==> src/verilog/mem_pkg.sv <==
package mem_pkg;

	localparam int DATA_W     = 32;
	localparam int ADDR_W     = 32;
	localparam int REG_ADDR_W = 5;
	localparam int SEL_W      = DATA_W / 8; // one lane per byte

	typedef enum logic [3:0] {
		OP_NOP = 4'd0,
		OP_LB  = 4'd1,
		OP_LH  = 4'd2,
		OP_LW  = 4'd3,
		OP_LBU = 4'd4,
		OP_LHU = 4'd5,
		OP_SB  = 4'd6,
		OP_SH  = 4'd7,
		OP_SW  = 4'd8
	} mem_op_e;

	typedef enum logic {
		ST_IDLE,
		ST_WAIT
	} ctrl_state_e;

	typedef struct packed {
		logic                  valid;
		logic [REG_ADDR_W-1:0] waddr;
		logic                  we;
		logic [DATA_W-1:0]     wdata;
	} wb_pass_t;

	typedef struct packed {
		mem_op_e               op;
		logic [1:0]            offset;
		logic [REG_ADDR_W-1:0] waddr;
		logic                  we;
	} load_pend_t;

	function automatic logic op_is_load(mem_op_e op);
		return op inside {OP_LB, OP_LH, OP_LW, OP_LBU, OP_LHU};
	endfunction

	function automatic logic op_is_store(mem_op_e op);
		return op inside {OP_SB, OP_SH, OP_SW};
	endfunction

	// half needs even offset, word needs zero
	function automatic logic op_aligned(mem_op_e op, logic [1:0] off);
		case (op)
			OP_LH, OP_LHU, OP_SH : return !off[0];
			OP_LW, OP_SW         : return off == 2'b00;
			default              : return 1'b1;
		endcase
	endfunction

endpackage

==> src/verilog/dmem_if.sv <==
interface dmem_if import mem_pkg::*; ();

	logic [ADDR_W-1:0] addr;
	logic              re;
	logic              we;
	logic [DATA_W-1:0] wdata;
	logic [SEL_W-1:0]  sel;
	logic [DATA_W-1:0] rdata; // valid with done
	logic              busy;
	logic              done;

	modport master (
		output addr, re, we, wdata, sel,
		input  rdata, busy, done
	);

	modport slave (
		input  addr, re, we, wdata, sel,
		output rdata, busy, done
	);

	modport resp (
		input rdata, done
	);

endinterface

==> src/verilog/mem_access_ctrl.sv <==
module mem_access_ctrl import mem_pkg::*; (
	input  logic                  clk,
	input  logic                  rst,
	input  logic                  op_valid_i,
	input  mem_op_e               op_i,
	input  logic [ADDR_W-1:0]     addr_i,
	input  logic [DATA_W-1:0]     store_data_i,
	input  logic [REG_ADDR_W-1:0] reg_waddr_i,
	input  logic                  reg_we_i,
	input  logic [DATA_W-1:0]     reg_wdata_i,
	dmem_if.master                mem,
	output wb_pass_t              pass_o,
	output load_pend_t            pend_o,
	output logic                  stall_o
);

	ctrl_state_e       state_q;
	logic              accept;
	logic              is_load;
	logic              is_store;
	logic [DATA_W-1:0] st_wdata;
	logic [SEL_W-1:0]  st_sel;
	logic              re_q;
	logic              we_q;
	logic [ADDR_W-1:0] addr_q;
	logic [DATA_W-1:0] wdata_q;
	logic [SEL_W-1:0]  sel_q;
	load_pend_t        pend_q;

	assign is_load  = op_is_load(op_i);
	assign is_store = op_is_store(op_i);
	assign accept   = op_valid_i && (state_q == ST_IDLE); // strobes during stall dropped
	assign stall_o  = (state_q == ST_WAIT);

	// store lanes from low address bits
	always_comb begin
		case (op_i)
			OP_SB : begin
				st_wdata = {SEL_W{store_data_i[7:0]}};
				st_sel   = SEL_W'(1) << addr_i[1:0];
			end
			OP_SH : begin
				st_wdata = {(SEL_W/2){store_data_i[15:0]}};
				st_sel   = addr_i[1] ? 4'b1100 : 4'b0011;
			end
			OP_SW : begin
				st_wdata = store_data_i;
				st_sel   = '1;
			end
			default : begin
				st_wdata = store_data_i;
				st_sel   = '0;
			end
		endcase
		if (!op_aligned(op_i, addr_i[1:0]))
			st_sel = '0; // misaligned store writes nothing
	end

	always_ff @(posedge clk) begin
		if (rst) begin
			state_q <= ST_IDLE;
		end else begin
			case (state_q)
				ST_IDLE : if (accept && (is_load || is_store)) state_q <= ST_WAIT;
				ST_WAIT : if (mem.done) state_q <= ST_IDLE;
				default : state_q <= ST_IDLE;
			endcase
		end
	end

	always_ff @(posedge clk) begin
		if (rst) begin
			re_q <= 1'b0;
			we_q <= 1'b0;
		end else begin
			re_q <= accept && is_load; // single cycle pulses
			we_q <= accept && is_store;
		end
	end

	always_ff @(posedge clk) begin
		if (accept && is_load) begin
			addr_q <= {addr_i[ADDR_W-1:2], 2'b00};
			sel_q  <= '0;
			pend_q <= '{op: op_i, offset: addr_i[1:0], waddr: reg_waddr_i, we: reg_we_i};
		end else if (accept && is_store) begin
			addr_q  <= addr_i;
			wdata_q <= st_wdata;
			sel_q   <= st_sel;
			pend_q  <= '{op: op_i, offset: addr_i[1:0], waddr: reg_waddr_i, we: reg_we_i};
		end
	end

	assign mem.addr  = addr_q;
	assign mem.re    = re_q;
	assign mem.we    = we_q;
	assign mem.wdata = wdata_q;
	assign mem.sel   = sel_q;

	assign pend_o = pend_q;

	// immediate writeback for non-load ops
	always_comb begin
		pass_o.valid = accept && !is_load;
		pass_o.waddr = reg_waddr_i;
		pass_o.we    = reg_we_i;
		pass_o.wdata = is_store ? '0 : reg_wdata_i;
	end

endmodule

==> src/flat_wrapper.sv <==
// flat-port wrapper written by rule: the top's interface ports become plain ports
module mem_access_ctrl_flat import mem_pkg::*;
  (clk, rst, op_valid_i, op_i, addr_i, store_data_i, reg_waddr_i, reg_we_i, reg_wdata_i, pass_o, pend_o, stall_o, mem_addr, mem_re, mem_we, mem_wdata, mem_sel, mem_rdata, mem_busy, mem_done);
  dmem_if mem_i ();
  input  logic clk;
  input  logic rst;
  input  logic op_valid_i;
  input  mem_op_e op_i;
  input  logic [ADDR_W-1:0] addr_i;
  input  logic [DATA_W-1:0] store_data_i;
  input  logic [REG_ADDR_W-1:0] reg_waddr_i;
  input  logic reg_we_i;
  input  logic [DATA_W-1:0] reg_wdata_i;
  output wb_pass_t pass_o;
  output load_pend_t pend_o;
  output logic stall_o;
  output wire logic [$bits(mem_i.addr)-1:0] mem_addr;
  output wire logic [$bits(mem_i.re)-1:0] mem_re;
  output wire logic [$bits(mem_i.we)-1:0] mem_we;
  output wire logic [$bits(mem_i.wdata)-1:0] mem_wdata;
  output wire logic [$bits(mem_i.sel)-1:0] mem_sel;
  input wire logic [$bits(mem_i.rdata)-1:0] mem_rdata;
  input wire logic [$bits(mem_i.busy)-1:0] mem_busy;
  input wire logic [$bits(mem_i.done)-1:0] mem_done;
  assign mem_addr = mem_i.addr;
  assign mem_re = mem_i.re;
  assign mem_we = mem_i.we;
  assign mem_wdata = mem_i.wdata;
  assign mem_sel = mem_i.sel;
  assign mem_i.rdata = mem_rdata;
  assign mem_i.busy = mem_busy;
  assign mem_i.done = mem_done;
  mem_access_ctrl u_core (.clk(clk), .rst(rst), .op_valid_i(op_valid_i), .op_i(op_i), .addr_i(addr_i), .store_data_i(store_data_i), .reg_waddr_i(reg_waddr_i), .reg_we_i(reg_we_i), .reg_wdata_i(reg_wdata_i), .mem(mem_i), .pass_o(pass_o), .pend_o(pend_o), .stall_o(stall_o));
endmodule
==> config.mk <==
export PLATFORM = sky130hd
export DESIGN_NAME = mem_access_ctrl_flat
export DESIGN_NICKNAME = d
export VERILOG_FILES = /design/src/verilog/mem_pkg.sv /design/src/verilog/dmem_if.sv /design/src/verilog/mem_access_ctrl.sv /design/src/flat_wrapper.sv
export SDC_FILE = /design/constraint.sdc
export NUM_CORES = 1
export LEC_CHECK = 0
export BUFFER_PORTS_ARGS = -buffer_cell sky130_fd_sc_hd__buf_2
export CORE_MARGIN = 2
export CORE_UTILIZATION = 36
export DETAILED_ROUTE_END_ITERATION = 6
export GPL_TIMING_DRIVEN = 0
export MAX_ROUTING_LAYER = met4
export PLACE_DENSITY = 0.76
export SLEW_MARGIN = 15
export SYNTH_ARGS = -nofsm -noshare
export SYNTH_HDL_FRONTEND = slang
export SYNTH_SLANG_ARGS = --single-unit
export TNS_END_PERCENT = 30
==> constraint.sdc <==
create_clock -name clk -period 3.1 [get_ports clk]
set_input_delay 0.465 -clock clk [delete_from_list [all_inputs] [get_ports clk]]
set_output_delay 0.465 -clock clk [all_outputs]
set_load 0.01 [all_outputs]
==> reports/qor.yml, run 1 <==
async_flop_share: 0
post_cts_buffers: 0
clkLatencyLatePin_ns: 0.35
syn_nets: 411
fin_cells: 649
die_area_mm2: 0.0107
yosysTopAreaCellShare: 0.625
cp_max_fo: 10
core_region_area_mm2: 0.00968
antenna_cells: 0
max_clock_freq_mhz: 370
rr_startpoint: "u_core.stall_o"
grt_pass1_wl_um: 14000
hpwl_um: 7470
cp-startpoint: "op_i[3]"
fin_setup_tns_ns: 0
wire_per_inst_um: 14.9
pwr-share-seq: 0.547
ant_nets: 0
nFillCells: 885
clkPwrFrac: 0.304
p_comb_frac: 0.149
io_buffers: 231
fin_util: 0.526
grt_pass1_vias: 2873
route.detailed.drc: 0
globalRouteMet2Util: 0.311
dr.pass1.iters: 4
ir_drop_mv: 0.187
switching_share: 0.254
min_period_ns: 2.70
row_count: 36
cts_tree: "done"
drtIter0Drc: 91
hold_path.class: "in -> reg"
die_w_um: 103
ys_top_cells_by_area: "edfxtp_1 (62%), and3_1 (5.6%), and2_1 (5.3%)"
synth_seq_area_share: 0.676
seqCellArea_mm2: 0.00240
multi_input_area_mm2: 0.00101
power.leakage_nw: 2.39
holdBufCountCts: 0
start_util: 0.367
grt.busiest_layer: "met2"
antenna_found_initial: 0
yosysTopAreaCell: "edfxtp_1"
worst-setup-path-type: "in -> out"
intPower_w: 0.00175
ys_ff_latch: 83
layout_common_cells: "buf_2 (233), edfxtp_1 (74), nand2_1 (32), and3_1 (32), and2_1 (30)"
slew_headroom: 0.328
syn-instance-count: 268
cts_made_buffers: 9
cts_buffer_depth: 2
wl_um: 9680
finalSetupViolations: 0
clk_pin_slew_worst_paths_ns: 0.08
synth_edf_count: 74
cts_sinks: 83
gp_congestion: 0.803
tightestPinTransition_ns: 1.01
viasPerCell: 4.60
hold_viol_final: 0
syn-cell-area_mm2: 0.00356
synth_ff_type: "edfxtp_1"
p_switching_w: 0.000595
ioPinCount: 265
post-route-period-util: 0.872
outcome: "finished clean"
critPathArrivalTime_ns: 2.24
overflow: 0
whs_ns: 0.301
drive_above_1_share: 0.519
yosys_warnings: 0
h-tree-depth: 3
grtUsageTotal: 0.180
dieHeight_um: 103
powerDensity_mw_per_mm2: 461
placed_cells: 633
placed_cell_area_mm2: 0.00492
cts_root_buffer: "clkbuf_8"
use_met1: 0.200
vias: 2987
synth_cell_type_count: 38
post_cts_resized: 0
maxCapViolations: 0
finalInstanceArea_mm2: 0.00509
skew_ns: 0.00582
grt_start_max_net_pins: 52
grt_setup_unrepaired: "no"
nets: 654
syn_area_per_cell_um2: 13.3
globalRouteMet3Util: 0.0464
worstSetupStartpointType: "input pin"
maxSlewViolCount: 0
required_ns: 2.63
end_kind: "output pin"
areaGrowthSynthToFinish_pct: 43.3
layout_commonest_cell: "buf_2"
hold_start: "rst"
-- layout make-up --
type	instances	area share
sequential	83	0.472
buffer	25	0.0263
multi-input combinational	154	0.198
inverter	6	0.00442
timing repair buffer	232	0.232
clock inverter	6	0.00786
clock buffer	10	0.0270
tap	133	0.0327
-- critical path, cell delays in order --
cell and delay, ns:
buf_2 0.11, clkbuf_1 0.28, nand3b_1 0.37, clkbuf_1 0.37
clkbuf_1 0.29, and3_1 0.21, buf_2 0.13
-- synth_stat cells, types with 2 or more instances --
| cell | number |
|---|---|
| buf_2 | 2 |
| nand2b_1 | 3 |
| mux2_2 | 8 |
| buf_4 | 6 |
| nand3b_1 | 2 |
| nor2b_1 | 2 |
| edfxtp_1 | 74 |
| and3_1 | 32 |
| a31oi_1 | 2 |
| a21oi_1 | 3 |
| mux2i_1 | 8 |
| nand2_1 | 32 |
| and2_1 | 30 |
| clkbuf_1 | 13 |
| buf_1 | 2 |
| buf_6 | 2 |
| o21ai_0 | 8 |
| o31a_1 | 3 |
| o32ai_1 | 4 |
| inv_1 | 6 |
| dfxtp_1 | 9 |
-- registers in the layout, indices dropped and copies added (netlist names) --
signal and flops:
u_core.mem.we 1, u_core.mem.wdata 32, u_core.pend_o 12, u_core.stall_o 1
u_core.mem.sel 4, u_core.mem.addr 32, u_core.mem.re 1
-- logic make-up after synthesis --
family / count (synthesis) / synth area share
compound gates: 25 / 0.0486
buf+inv: 31 / 0.0440
flops: 83 / 0.676
mux: 16 / 0.0479
simple gates: 113 / 0.184
-- power groups by stage --
stage | registers (W) | logic (W) | clock network (W)
global route | 0.00129 | 0.000388 | 0.000788
finish | 0.00128 | 0.000349 | 0.000713
global placement | 0.00131 | 0.000342 | 0
floorplan | 0.00134 | 0.000144 | 0
CTS | 0.00129 | 0.000355 | 0.000735
detailed placement | 0.00131 | 0.000353 | 0
-- final timing paths --
path	slack (ns)	depth (start not counted)	endpoint
worst max-delay path	0.40	7	pass_o[15]
worst min-delay path	0.30	2	u_core.mem.we
worst max register to register	0.64	5	u_core.mem.sel[2]
worst min register to register	0.46	2	u_core.mem.sel[1]
-- per-stage QoR --
stage	power [W]	worst slack, ns
6_report	0.00235	0.397
5_1_grt	0.00247	0.167
4_1_cts	0.00237	0.398
3_5_place_dp	0.00166	0.247
3_3_place_gp	0.00165	-0.143
2_1_floorplan	0.00148	0.528
-- metal layers --
metal  wire (um)  part of all wire
met1        3570              0.37
met2        5100              0.53
met4         128             0.013
met5           0                 0
met3         881             0.091
Power figures use the tool's default switching activity.
==> run 2, diff against run 1 <==
- CORE_AREA: not set -> 2 2 103 105
- CORE_MARGIN: 2 -> not set
- CORE_UTILIZATION: 36 -> not set
- DIE_AREA: not set -> 0 0 105 107
- PLACE_DENSITY: 0.76 -> 0.74
==> run 2 against run 1 <==
- worst hold slack worse by 0.0077 ns
- global-route usage grew 0.16 points
- routed wire length up 4.0%
- core utilization fell by 1.8 points
- flip-flop and latch count did not move
- maximum frequency grew 0.22%
- cell area rose by 0.74%
==> reports/qor.yml, run 2 (same netlist as run 1, synthesis figures left out) <==
wl_um: 10100  # +4.0%
layout_setup_ws_ns: 0.403  # +0.00588 ns
end_kind: "output pin"
slowest_stage: "nand3b_1"
cts_tree: "done"
crit_top_cell: "clkbuf_1"
min_path_cells: 2  # unchanged
gp_congestion: 0.828  # +3.2%
hpwl_um: 7650  # +2.3%
crit_chain: "buf_2 -> clkbuf_1 -> nand3b_1 -> clkbuf_1 -> clkbuf_1 -> and3_1 -> buf_2"
max_clock_freq_mhz: 371  # +0.22%
io_buffers: 231  # unchanged
powerDensity_mw_per_mm2: 477  # +3.7%
min_period_ns: 2.70  # -0.00588 ns
die_w_um: 105  # +1.6%
placed_cell_area_mm2: 0.00492  # about the same
post_cts_resized: 0  # unchanged
drtIter0Drc: 152  # +67%
cts_root_buffer: "clkbuf_8"
grt_start_max_net_pins: 52  # unchanged
maxCapViolations: 0  # unchanged
critPathTopFamily: "buffers and inverters"
finalSetupViolations: 0  # unchanged
ioPinCount: 265  # unchanged
crit_path_max_incr_delay_ns: 0.37  # about the same
grtUsageTotal: 0.182  # +0.00157
cp.depth: 7  # unchanged
route.detailed.drc: 0  # unchanged
ant_nets: 0  # unchanged
grt_pass1_vias: 3021  # +5.2%
hold_path.class: "in -> reg"
maxSlewViolCount: 0  # unchanged
core_region_area_mm2: 0.0101  # +4.2%
drive_above_1_share: 0.521  # +0.00194
r2r_cells: 5  # unchanged
overflow: 0  # unchanged
rr_startpoint: "u_core.stall_o"
dieHeight_um: 107  # +3.5%
multi_input_area_mm2: 0.00101  # unchanged
tightestPinTransition_ns: 1.04  # +0.0276 ns
clkLatencyLatePin_ns: 0.36  # about the same
holdBufCountCts: 0  # unchanged
finalInstanceArea_mm2: 0.00513  # +0.74%
outcome: "finished clean"
h-tree-depth: 3  # unchanged
nFillCells: 943  # +6.6%
worstSetupStartpointType: "input pin"
dr.pass1.iters: 4  # unchanged
die_area_mm2: 0.0112  # +5.1%
fin_util: 0.509  # -0.0175
critPathArrivalTime_ns: 2.23  # about the same
start_util: 0.352  # -0.0148
layout_commonest_cell: "buf_2"
power.leakage_nw: 2.39  # +0.24%
clk_pin_slew_worst_paths_ns: 0.09  # about the same
skew_ns: 0.00848  # +0.00266 ns
grt_setup_unrepaired: "no"
cts_made_buffers: 9  # unchanged
post-route-period-util: 0.870  # -0.00190
hold_viol_final: 0  # unchanged
cts_sinks: 83  # unchanged
grt_pass1_wl_um: 15200  # +8.4%
hold_start: "rst"
wire_per_inst_um: 15.4  # +3.4%
areaGrowthSynthToFinish_pct: 44.3
cp_num_buf_inv: 5  # unchanged
antenna_found_initial: 0  # unchanged
layout_common_cells: "buf_2 (233), edfxtp_1 (74), nand2_1 (32), and3_1 (32), and2_1 (30)"
required_ns: 2.63  # about the same
slew_headroom: 0.309  # -0.0184
fin_setup_tns_ns: 0  # unchanged
place_ws_ns: 0.149  # -0.0978 ns
viasPerCell: 4.63  # +0.62%
nets: 654  # unchanged
cts_buffer_depth: 2  # unchanged
vias: 3024  # +1.2%
ir_drop_mv: 0.213  # +14%
post_cts_buffers: 0  # unchanged
reg2reg_setup_slack_ns: 0.56  # -0.08 ns
seqCellArea_mm2: 0.00240  # unchanged
row_count: 37  # +2.8%
cp_max_fo: 10  # unchanged
worst-setup-path-type: "in -> out"
cp-startpoint: "op_i[3]"
[run 2: final cells by class]
class / count / area share
timing repair buffer: 232 / 0.231
multi-input combinational: 154 / 0.196
tap: 136 / 0.0332
clock inverter: 7 / 0.0166
buffer: 25 / 0.0261
clock buffer: 9 / 0.0241
antenna: 1 / 0.000488
inverter: 6 / 0.00439
sequential: 83 / 0.468
[run 2: report_power, final]
group | leakage [nW] | internal [W] | total (W) | switching (W)
Sequential | 0.774 | 0.00127 | 0.00128 | 0.0000116
Combinational | 1.52 | 0.000165 | 0.000351 | 0.000186
Clock | 0.0999 | 0.000387 | 0.000815 | 0.000428
Total | 2.39 | 0.00183 | 0.00245 | 0.000626
[run 2: worst paths after layout]
kind	end
worst max-delay path	pass_o[20]
worst min-delay path	u_core.stall_o
worst max register to register	u_core.mem.sel[2]
worst min register to register	u_core.mem.sel[0]
[run 2: per-layer routing]
layer | routed length [um] | track usage | vias up | part of all wire
met3 | 875 | 0.0474 | 10 | 0.087
met2 | 5160 | 0.325 | 182 | 0.51
met4 | 118 | 0.0676 | 0 | 0.012
li1 | - | - | 1456 | -
met1 | 3920 | 0.195 | 1376 | 0.39
met5 | 0 | - | - | 0
[run 2: stage by stage]
step / hold slack, ns / total power (W) / instances
2_1_floorplan: 0.476 / 0.00148 / 268
3_3_place_gp: 0.444 / 0.00165 / 635
3_5_place_dp: 0.450 / 0.00167 / 636
4_1_cts: 0.272 / 0.00249 / 652
5_1_grt: 0.269 / 0.00256 / 652
6_report: 0.294 / 0.00245 / 653
