`src/verilog/mem_pkg.sv`:
```
package mem_pkg;

	localparam int DATA_W     = 32;
	localparam int ADDR_W     = 32;
	localparam int REG_ADDR_W = 5;
	localparam int SEL_W      = DATA_W / 8; // one lane per byte

	typedef enum logic [3:0] {
		OP_NOP = 4'd0,
		OP_LB  = 4'd1,
		OP_LH  = 4'd2,
		OP_LW  = 4'd3,
		OP_LBU = 4'd4,
		OP_LHU = 4'd5,
		OP_SB  = 4'd6,
		OP_SH  = 4'd7,
		OP_SW  = 4'd8
	} mem_op_e;

	typedef enum logic {
		ST_IDLE,
		ST_WAIT
	} ctrl_state_e;

	typedef struct packed {
		logic                  valid;
		logic [REG_ADDR_W-1:0] waddr;
		logic                  we;
		logic [DATA_W-1:0]     wdata;
	} wb_pass_t;

	typedef struct packed {
		mem_op_e               op;
		logic [1:0]            offset;
		logic [REG_ADDR_W-1:0] waddr;
		logic                  we;
	} load_pend_t;

	function automatic logic op_is_load(mem_op_e op);
		return op inside {OP_LB, OP_LH, OP_LW, OP_LBU, OP_LHU};
	endfunction

	function automatic logic op_is_store(mem_op_e op);
		return op inside {OP_SB, OP_SH, OP_SW};
	endfunction

	// half needs even offset, word needs zero
	function automatic logic op_aligned(mem_op_e op, logic [1:0] off);
		case (op)
			OP_LH, OP_LHU, OP_SH : return !off[0];
			OP_LW, OP_SW         : return off == 2'b00;
			default              : return 1'b1;
		endcase
	endfunction

endpackage

```
`src/verilog/dmem_if.sv`:
```
interface dmem_if import mem_pkg::*; ();

	logic [ADDR_W-1:0] addr;
	logic              re;
	logic              we;
	logic [DATA_W-1:0] wdata;
	logic [SEL_W-1:0]  sel;
	logic [DATA_W-1:0] rdata; // valid with done
	logic              busy;
	logic              done;

	modport master (
		output addr, re, we, wdata, sel,
		input  rdata, busy, done
	);

	modport slave (
		input  addr, re, we, wdata, sel,
		output rdata, busy, done
	);

	modport resp (
		input rdata, done
	);

endinterface

```
`src/verilog/load_align.sv`:
```
module load_align import mem_pkg::*; (
	input  logic                   clk,
	input  logic                   rst,
	dmem_if.resp                   mem,
	input  wb_pass_t               pass_i,
	input  load_pend_t             pend_i,
	output logic                   wb_valid_o,
	output logic                   wb_we_o,
	output logic [REG_ADDR_W-1:0]  wb_waddr_o,
	output logic [DATA_W-1:0]      wb_wdata_o
);

	logic              load_done;
	logic [DATA_W-1:0] shifted;
	logic [7:0]        lb;
	logic [15:0]       lh;
	logic [DATA_W-1:0] ld_data;

	assign load_done = mem.done && op_is_load(pend_i.op);
	assign shifted   = mem.rdata >> (8 * pend_i.offset); // wanted lane to bottom
	assign lb        = shifted[7:0];
	assign lh        = shifted[15:0];

	always_comb begin
		case (pend_i.op)
			OP_LB   : ld_data = {{(DATA_W-8){lb[7]}}, lb};
			OP_LBU  : ld_data = {{(DATA_W-8){1'b0}}, lb};
			OP_LH   : ld_data = {{(DATA_W-16){lh[15]}}, lh};
			OP_LHU  : ld_data = {{(DATA_W-16){1'b0}}, lh};
			OP_LW   : ld_data = mem.rdata;
			default : ld_data = '0;
		endcase
		if (!op_aligned(pend_i.op, pend_i.offset))
			ld_data = '0; // misaligned load reads zero
	end

	always_ff @(posedge clk) begin
		if (rst)
			wb_valid_o <= 1'b0;
		else
			wb_valid_o <= load_done || pass_i.valid;
	end

	always_ff @(posedge clk) begin
		if (load_done) begin
			wb_we_o    <= pend_i.we;
			wb_waddr_o <= pend_i.waddr;
			wb_wdata_o <= ld_data;
		end else begin
			wb_we_o    <= pass_i.we;
			wb_waddr_o <= pass_i.waddr;
			wb_wdata_o <= pass_i.wdata;
		end
	end

endmodule

```
`src/flat_wrapper.sv`:
```
// flat-port wrapper written by rule: the top's interface ports become plain ports
module load_align_flat import mem_pkg::*;
  (clk, rst, pass_i, pend_i, wb_valid_o, wb_we_o, wb_waddr_o, wb_wdata_o, mem_rdata, mem_done);
  dmem_if mem_i ();
  input  logic clk;
  input  logic rst;
  input  wb_pass_t pass_i;
  input  load_pend_t pend_i;
  output logic wb_valid_o;
  output logic wb_we_o;
  output logic [REG_ADDR_W-1:0] wb_waddr_o;
  output logic [DATA_W-1:0] wb_wdata_o;
  input wire logic [$bits(mem_i.rdata)-1:0] mem_rdata;
  input wire logic [$bits(mem_i.done)-1:0] mem_done;
  assign mem_i.rdata = mem_rdata;
  assign mem_i.done = mem_done;
  load_align u_core (.clk(clk), .rst(rst), .mem(mem_i), .pass_i(pass_i), .pend_i(pend_i), .wb_valid_o(wb_valid_o), .wb_we_o(wb_we_o), .wb_waddr_o(wb_waddr_o), .wb_wdata_o(wb_wdata_o));
endmodule
```
`config.mk`:
```
export PLATFORM = sky130hd
export DESIGN_NAME = load_align_flat
export DESIGN_NICKNAME = d
export VERILOG_FILES = /design/src/verilog/mem_pkg.sv /design/src/verilog/dmem_if.sv /design/src/verilog/load_align.sv /design/src/flat_wrapper.sv
export SDC_FILE = /design/constraint.sdc
export NUM_CORES = 1
export LEC_CHECK = 0
export ABC_AREA = 1
export BUFFER_PORTS_ARGS = -buffer_cell sky130_fd_sc_hd__buf_2
export CAP_MARGIN = 25
export CORE_MARGIN = 4
export CORE_UTILIZATION = 40
export DETAILED_ROUTE_END_ITERATION = 12
export GPL_TIMING_DRIVEN = 0
export PLACE_DENSITY = 0.85
export SLEW_MARGIN = 30
export SYNTH_ARGS = -nofsm -noshare
export SYNTH_HDL_FRONTEND = slang
export SYNTH_SLANG_ARGS = --single-unit
```
`constraint.sdc`:
```
create_clock -name clk -period 1.4 [get_ports clk]
set_input_delay 0.21 -clock clk [delete_from_list [all_inputs] [get_ports clk]]
set_output_delay 0.21 -clock clk [all_outputs]
set_load 0.1 [all_outputs]
```
==> results of run 1 <==
[metrics by stage]
stage | power, mW | std cells | cell area [um^2] | hold slack (ns)
2_1_floorplan | 2.16 | 375 | 2170 | 0.279
3_3_place_gp | 2.45 | 567 | 2870 | 0.367
3_5_place_dp | 2.46 | 567 | 2870 | 0.372
4_1_cts | 3.57 | 575 | 3000 | 0.0631
5_1_grt | 3.71 | 575 | 3010 | 0.0495
6_report | 3.57 | 575 | 3010 | 0.0590
[path summary, 6_finish.rpt]
path              depth (start not counted)  slack [ns]                 to
hold / removal                            2        0.06  u_core.wb_valid_o
setup / recovery                          1        0.15      wb_wdata_o[6]
[cells in the mapped netlist]
master    count
o211ai_2      1
nor2_2        1
o21ai_0      41
a21oi_1       3
inv_1        13
inv_2         4
nor3_1        1
dfxtp_1      39
o21ai_1       1
nand3_1      15
clkbuf_1      6
buf_4         3
nand2_1     199
a21oi_2       1
nand3_2       1
buf_1         1
buf_2         8
buf_6         1
nor2_1       36
[routing by layer]
metal	up-vias	part of all wire, %	track usage, %
li1	1414	-	-
met1	1131	40	25.9
met2	129	47	38.4
met3	10	12	4.93
met4	0	1.1	5.98
met5	-	0	0
[logic make-up (layout without fill, tap and decap cells)]
group / count (synthesis) / after routing
and+or+nand+nor: 253 / 253
AOI/OAI and AO/OA: 47 / 47
DFF: 39 / 39
buffers and inverters: 36 / 166
[power by group]
group / leakage, nW / total [mW] / switching [mW] / internal (mW)
combinational: 1.38 / 1.23 / 0.968 / 0.258
clock: 0.0654 / 1.13 / 0.419 / 0.713
sequential: 0.329 / 1.21 / 0.0168 / 1.20
total: 1.78 / 3.57 / 1.40 / 2.17
[area by class of cell]
class / count / share of cell area, %
tap: 70 / 2.91
multi-input combinational: 300 / 41.0
timing repair buffer: 122 / 20.3
clock inverter: 2 / 1.99
inverter: 17 / 2.12
clock buffer: 6 / 2.41
buffer: 19 / 3.41
sequential: 39 / 25.9
[sequential cells by signal, summed over array words and instances, names as in the netlist]
register,count
u_core.wb_we_o,1
u_core.wb_waddr_o,5
u_core.wb_valid_o,1
u_core.wb_wdata_o,32
==> impl_metrics.yaml, run 1 <==
status:
  status: "complete, no violations"
synth:
  synth_compound_area_share_pct: 11.4
  yosysSeqAreaShare_pct: 36.0
  synth_xor_area_share_pct: 0
  yosysTopAreaCell: "dfxtp_1"
  syn_inst: 375
  synthAdderAreaFrac_pct: 0
  synth_seq_cells: 39
  syn_nets: 461
  muxShareOfSynthArea_pct: 0
  syn_area_per_cell_um2: 5.79
  synthTopCellsByArea: "dfxtp_1 (36%), nand2_1 (34%), o21ai_0 (9.5%)"
  synthesis.area_um2: 2170
  synth_top_area_share_pct: 36.0
  ys_warn_count: 0
  ys_types: 19
  synth_top_family_by_area: "simple AND/OR/NAND/NOR gates"
  synth_simple_gate_area_share_pct: 45.1
sta:
  finalCriticalPeriod_ns: 1.25
  tns_ns: 0
  rsz0062_at_grt: "false"
  max_freq_ghz: 0.800
  finalHoldViolations: 0
  setup_violations: 0
  fin_crit_sh_pct: 89.3
  slew_headroom_pct: 57.2
  drv_slew: 0
  fin_ws_ns: 0.150
  worst_pin_slew_ns: 0.638
floorplanning:
  dieArea_um2: 6670
  rows: 26
  start_util_pct: 41.9
  io_pins: 125
  die_w_um: 81.6
  coreArea_um2: 5170
  fp.dieH_um: 81.6
grt:
  antenna_found_initial: 0
  grt_pass1_vias: 2447
  grt_pass1_wl_um: 11200
  grt_max_degree: 13
  track_usage_pct: 21.6
  gr-total-overflow: 0
layout:
  fill_cells: 536
  final_nets: 590
  fin_util_pct: 58.2
  final_cell_mix: "nand2_1 (199), buf_2 (130), o21ai_0 (41)"
  final-seq-area_um2: 781
  area_delta_synth_final_pct: 38.8
  multi_input_area_um2: 1230
  antenna_cells: 0
  layout_commonest_cell: "nand2_1"
  drive_gt1_share_pct: 29.9
critical_path:
  critical_path.slowest_cell: "buf_2"
  critPathRequiredTime_ns: 1.19
  worstPathMaxFanout: 1
  startpoint_type: "flip-flop"
  cp.arrival_ns: 1.04
  cp_num_buf_inv: 1
  endpoint_kind: "output port"
  crit_start: "u_core.wb_wdata_o[6]"
  crit_type: "flip-flop to output port"
  path_cells: "buf_2"
  critPathMaxStageDelay_ns: 0.42
  crit_family: "buffers and inverters"
route:
  totalWireLength_um: 7160
  drc: 0
  wl_per_cell_um: 12.5
  drtIter0Drc: 156
  firstDrtPassIters: 4
  vias_per_cell: 4.67
  num_vias: 2684
  ant_nets: 0
clocking:
  cts.sinks: 39
  cts_buffers: 5
  cts_root_buf: "clkbuf_8"
  cts_resized: 1
  cts_tree: "built"
  ctsHoldBuffers: 0
  htree_levels: 2
  cts_buffer_depth: 2
  cts.clk_slew.worst_paths_ns: 0.08
  post_cts_buffers: 0
run:
  cap_violations: 0
power:
  peakVddDrop_v: 0.000603
  powerDensity_nw_per_um2: 1190
  p_leak_nw: 1.78
place:
  routabilityCongestion: 0.939
  io_buffers: 122
  pre_cts_slack_ns: -0.306
  dp_hpwl_um: 5600
min_path:
  hold_class: "primary input to flip-flop"
  hold_start: "rst"
(Power assumes the default switching activity.)
==> run 2: changes to the inputs <==
==> constraint.sdc (replaced) <==
create_clock -name clk -period 1.6 [get_ports clk]
set_input_delay 0.24 -clock clk [delete_from_list [all_inputs] [get_ports clk]]
set_output_delay 0.24 -clock clk [all_outputs]
set_load 0.1 [all_outputs]
==> impl_metrics.yaml, run 2 (synthesis results as in run 1) <==
grt:
  grt_max_degree: 13
  antenna_found_initial: 0
  grt_pass1_wl_um: 11200
  track_usage_pct: 21.6
  grt_pass1_vias: 2447
  gr-total-overflow: 0
route:
  ant_nets: 0
  drc: 0
  totalWireLength_um: 7140
  num_vias: 2676
  wl_per_cell_um: 12.4
  firstDrtPassIters: 4
  vias_per_cell: 4.65
  drtIter0Drc: 141
power:
  p_leak_nw: 1.78
  power_mw: 3.12
  powerDensity_nw_per_um2: 1040
  peakVddDrop_v: 0.000527
critical_path:
  critPathMaxStageDelay_ns: 0.48
  endpoint_kind: "flip-flop"
  crit_family: "compound AO/OA/AOI/OAI gates"
  path_cells: "buf_2, inv_1, nand2_1, o211ai_2, clkbuf_1, o21ai_0"
  crit_type: "primary input to flip-flop"
  cp.arrival_ns: 1.52
  critical_path.slowest_cell: "o211ai_2"
  critPathRequiredTime_ns: 1.77
  startpoint_type: "primary input"
  cp_num_buf_inv: 3
  worstPathMaxFanout: 10
clocking:
  cts.clk_slew.worst_paths_ns: 0.07
  cts_root_buf: "clkbuf_8"
  cts_buffers: 5
  htree_levels: 2
  cts_tree: "built"
  cts.sinks: 39
  cts_buffer_depth: 2
  ctsHoldBuffers: 0
floorplanning:
  dieArea_um2: 6670
  rows: 26
  io_pins: 125
  coreArea_um2: 5170
  start_util_pct: 41.9
  die_w_um: 81.6
  fp.dieH_um: 81.6
layout:
  final_nets: 590
  largestRegisters: "u_core.wb_wdata_o x32, u_core.wb_waddr_o x5"
  top_register: "u_core.wb_wdata_o"
  antenna_cells: 0
  layout_commonest_cell: "nand2_1"
  final_cell_mix: "nand2_1 (199), buf_2 (130), o21ai_0 (41)"
  instances_no_fill: 575
  area_delta_synth_final_pct: 38.4
  largest_reg_flops: 32
  drive_gt1_share_pct: 29.7
sta:
  setup_violations: 0
  worst_pin_slew_ns: 0.604
  slew_headroom_pct: 59.5
  fin_ws_ns: 0.243
  fin_crit_sh_pct: 84.8
  finalHoldViolations: 0
  rsz0062_at_grt: "false"
  finalCriticalPeriod_ns: 1.36
  max_freq_ghz: 0.737
  drv_slew: 0
place:
  io_buffers: 122
  place_inst: 567
  routabilityCongestion: 0.939
  dp_hpwl_um: 5600
  pre_cts_slack_ns: -0.136
min_path:
  hold_class: "primary input to flip-flop"
run:
  cap_violations: 0
status:
  status: "complete, no violations"
==> run 2: changes by cell type in the layout (fill, tap and decap cells not counted) <==
cell	before	now
clkbuf_1	5	6
clkbuf_2	2	1
o211ai_4	1	0
o211ai_2	0	1
==> run 2: timing repair <==
action	in CTS	in global routing
endpoints found under the setup margin	0	2
endpoints found under the hold margin	0	0
buffers inserted	0	0
gates resized for setup	0	2
==> run 2: metal layers <==
metal | global-route usage, % | wire (um)
met5 | 0 | 0
met4 | 5.98 | 70
met3 | 4.93 | 813
met2 | 38.4 | 3340
met1 | 25.9 | 2920
==> run 2: path summary, 6_finish.rpt <==
path              startpoint                   end  slack [ns]  depth (start not counted)
setup / recovery   pend_i[8]  u_core.wb_waddr_o[3]        0.24                          6
hold / removal           rst     u_core.wb_valid_o        0.09                          2
==> run 2: through the flow <==
| step | setup TNS (ns) | area [um^2] | util (%) | hold WS, ns |
|---|---|---|---|---|
| final | 0 | 3000 | 58.0 | 0.0936 |
| after global routing | 0 | 3000 | 58.0 | 0.0795 |
| after CTS | 0 | 3000 | 58.0 | 0.0931 |
| after detailed placement | -1.84 | 2870 | 55.4 | 0.402 |
| after global placement | -1.24 | 2870 | 55.4 | 0.397 |
| after floorplan | 0 | 2170 | - | 0.309 |
==> run 2: final cells by class <==
cell class	count	area, um^2
Fill cell	537	2170
Multi-Input combinational cell	300	1220
Sequential cell	39	781
Timing Repair Buffer	122	611
Buffer	19	101
Tap cell	70	87.6
Clock buffer	6	72.6
Inverter	17	63.8
Clock inverter	2	60.1
==> run 2: report_power, final <==
part / switching (mW) / internal, mW / total, mW
Combinational: 0.845 / 0.225 / 1.07
Sequential: 0.0146 / 1.05 / 1.06
Clock: 0.362 / 0.623 / 0.986
==> run 3: changes to the inputs <==
--- a/config.mk
+++ b/config.mk
@@ -5,14 +5,14 @@
 export SDC_FILE = /design/constraint.sdc
 export NUM_CORES = 1
 export LEC_CHECK = 0
-export ABC_AREA = 1
+export ABC_AREA = 0
 export BUFFER_PORTS_ARGS = -buffer_cell sky130_fd_sc_hd__buf_2
 export CAP_MARGIN = 25
 export CORE_MARGIN = 4
-export CORE_UTILIZATION = 40
+export CORE_UTILIZATION = 39
 export DETAILED_ROUTE_END_ITERATION = 12
 export GPL_TIMING_DRIVEN = 0
-export PLACE_DENSITY = 0.85
+export PLACE_DENSITY = 0.87
 export SLEW_MARGIN = 30
 export SYNTH_ARGS = -nofsm -noshare
 export SYNTH_HDL_FRONTEND = slang
==> constraint.sdc (replaced) <==
create_clock -name clk -period 1.15 [get_ports clk]
set_input_delay 0.1725 -clock clk [delete_from_list [all_inputs] [get_ports clk]]
set_output_delay 0.1725 -clock clk [all_outputs]
set_load 0.1 [all_outputs]
==> impl_metrics.yaml, run 3 <==
synth:
  synthTopCellsByArea: "dfxtp_1 (37%), nand2_1 (8.9%), a211oi_2 (6.5%)"
  ys_types: 36
  synthFlopType: "dfxtp_1"
  yosys-top-cells-count: "nand2_1 (50), dfxtp_1 (39), nor2_1 (20), a211oi_2 (11), buf_2 (10)"
  yosysSeqAreaShare_pct: 37.1
  synth_top_area_share_pct: 37.1
  syn_nets: 317
  synth_seq_cells: 39
  syn_inst: 231
  synthesis.area_um2: 2100
  ys_warn_count: 0
  async_flop_share_pct: 0
  yosysTopAreaCell: "dfxtp_1"
  synth_edf_count: 0
  synth.most_common_cell: "nand2_1"
  syn_area_per_cell_um2: 9.11
place:
  io_buffers: 121
  place_inst: 422
  pre_cts_slack_ns: -0.638
  dp_hpwl_um: 5460
  routabilityCongestion: 0.856
route:
  ant_nets: 0
  wl_per_cell_um: 17.1
  drc: 0
  vias_per_cell: 5.33
  firstDrtPassIters: 4
  drtIter0Drc: 123
  totalWireLength_um: 7690
  num_vias: 2404
grt:
  antenna_found_initial: 0
  grt_max_degree: 14
  gr-total-overflow: 0
  track_usage_pct: 22.1
  grt_pass1_wl_um: 11200
  grt_pass1_vias: 2274
floorplanning:
  die_w_um: 81.5
  rows: 26
  dieArea_um2: 6640
  start_util_pct: 40.7
  fp.dieH_um: 81.5
  coreArea_um2: 5170
  io_pins: 125
clocking:
  cts_buffer_depth: 2
  cts.sinks: 39
  cts.clk_slew.worst_paths_ns: 0.08
  cts_root_buf: "clkbuf_8"
  cts_buffers: 5
  cts_tree: "built"
  htree_levels: 2
layout:
  largestRegisters: "u_core.wb_wdata_o x32, u_core.wb_waddr_o x5"
  final_cell_mix: "buf_2 (81), buf_4 (61), nand2_1 (50)"
  top_register: "u_core.wb_wdata_o"
  multi_input_area_um2: 1410
  fin_util_pct: 67.9
  drive_gt1_share_pct: 56.4
  fill_cells: 415
  final_nets: 466
  final-seq-area_um2: 781
  antenna_cells: 0
  area_delta_synth_final_pct: 67.0
  layout_commonest_cell: "buf_2"
  instances_no_fill: 451
  largest_reg_flops: 32
sta:
  drv_slew: 0
  fin_ws_ns: -0.0765
  finalHoldViolations: 0
  fin_hold_ws_ns: 0.0200
  fin_crit_sh_pct: 107
  max_freq_ghz: 0.815
  finalCriticalPeriod_ns: 1.23
  tns_ns: -1.05
  setup_violations: 26
  rsz0062_at_grt: "true"
  worst_pin_slew_ns: 0.472
  slew_headroom_pct: 68.5
min_path:
  hold_start: "rst"
  hold_class: "primary input to flip-flop"
power:
  powerDensity_nw_per_um2: 1330
  peakVddDrop_v: 0.000936
  p_leak_nw: 1.62
critical_path:
  endpoint_kind: "flip-flop"
  cp.arrival_ns: 1.42
  startpoint_type: "primary input"
  critPathRequiredTime_ns: 1.34
  crit_type: "primary input to flip-flop"
  worstPathMaxFanout: 10
  endpoint: "u_core.wb_wdata_o[28]"
  crit_start: "pend_i[7]"
run:
  cap_violations: 0
status:
  status: "complete, but fails checks"
  violations: "setup timing"
run 3: cell families after synthesis:
group	count (synthesis)	share of synthesized area [%]
flip-flops	39	37.1
AO/OA/AOI/OAI	71	31.5
multiplexers	9	4.88
AND/OR/NAND/NOR	90	20.3
buffers and inverters	22	6.18
run 3: area by class of cell:
cell class,instances,share of cell area (%)
clock buffer,5,1.96
buffer,22,6.62
clock inverter,3,1.25
tap,70,2.49
multi-input combinational,170,40.1
sequential,39,22.2
timing repair buffer,142,25.4
run 3: worst min-delay path by stage:
stage | endpoint | cells past startpoint
6_report | u_core.wb_valid_o | 2
5_1_grt | u_core.wb_valid_o | 2
4_1_cts | u_core.wb_valid_o | 2
3_5_place_dp | u_core.wb_valid_o | 2
3_3_place_gp | u_core.wb_valid_o | 2
2_1_floorplan | u_core.wb_valid_o | 1
run 3: report_power, final:
part	internal, mW	total (mW)	switching, mW
clock	0.647	1.18	0.536
combinational	0.602	1.97	1.36
sequential	1.48	1.51	0.0365
run 3: routing by layer:
metal / global-route usage [%] / wire length, um / part of all wire (%) / up-vias
met4: 7.60 / 155 / 2.0 / 0
met2: 36.6 / 3790 / 49 / 113
met1: 27.6 / 3020 / 39 / 1124
li1: - / - / - / 1152
met3: 6.14 / 730 / 9.5 / 15
met5: 0 / 0 / 0 / -
run 3: per-stage QoR:
stage               power, mW  cell area [um^2]
global route             4.81              3510
global placement         3.23              2820
finish                   4.66              3510
floorplan                2.88              2130
detailed placement       3.25              2820
CTS                      4.59              3300
run 3: repair_timing:
item | CTS | global route
cloned | 0 | 1
hold buffers | 0 | 0
endpoints found under the hold margin | 0 | 0
gates resized for setup | 92 | 32
setup endpoints to repair | 78 | 39
pin swaps | 10 | 22
buffers inserted | 8 | 12
run 3: worst max-delay path, cell delays in order:
cell	delay (ns)
buf_12	0.09
mux4_2	0.53
nand4b_4	0.11
o311a_1	0.18
buf_6	0.13
buf_12	0.14
a211oi_2	0.06
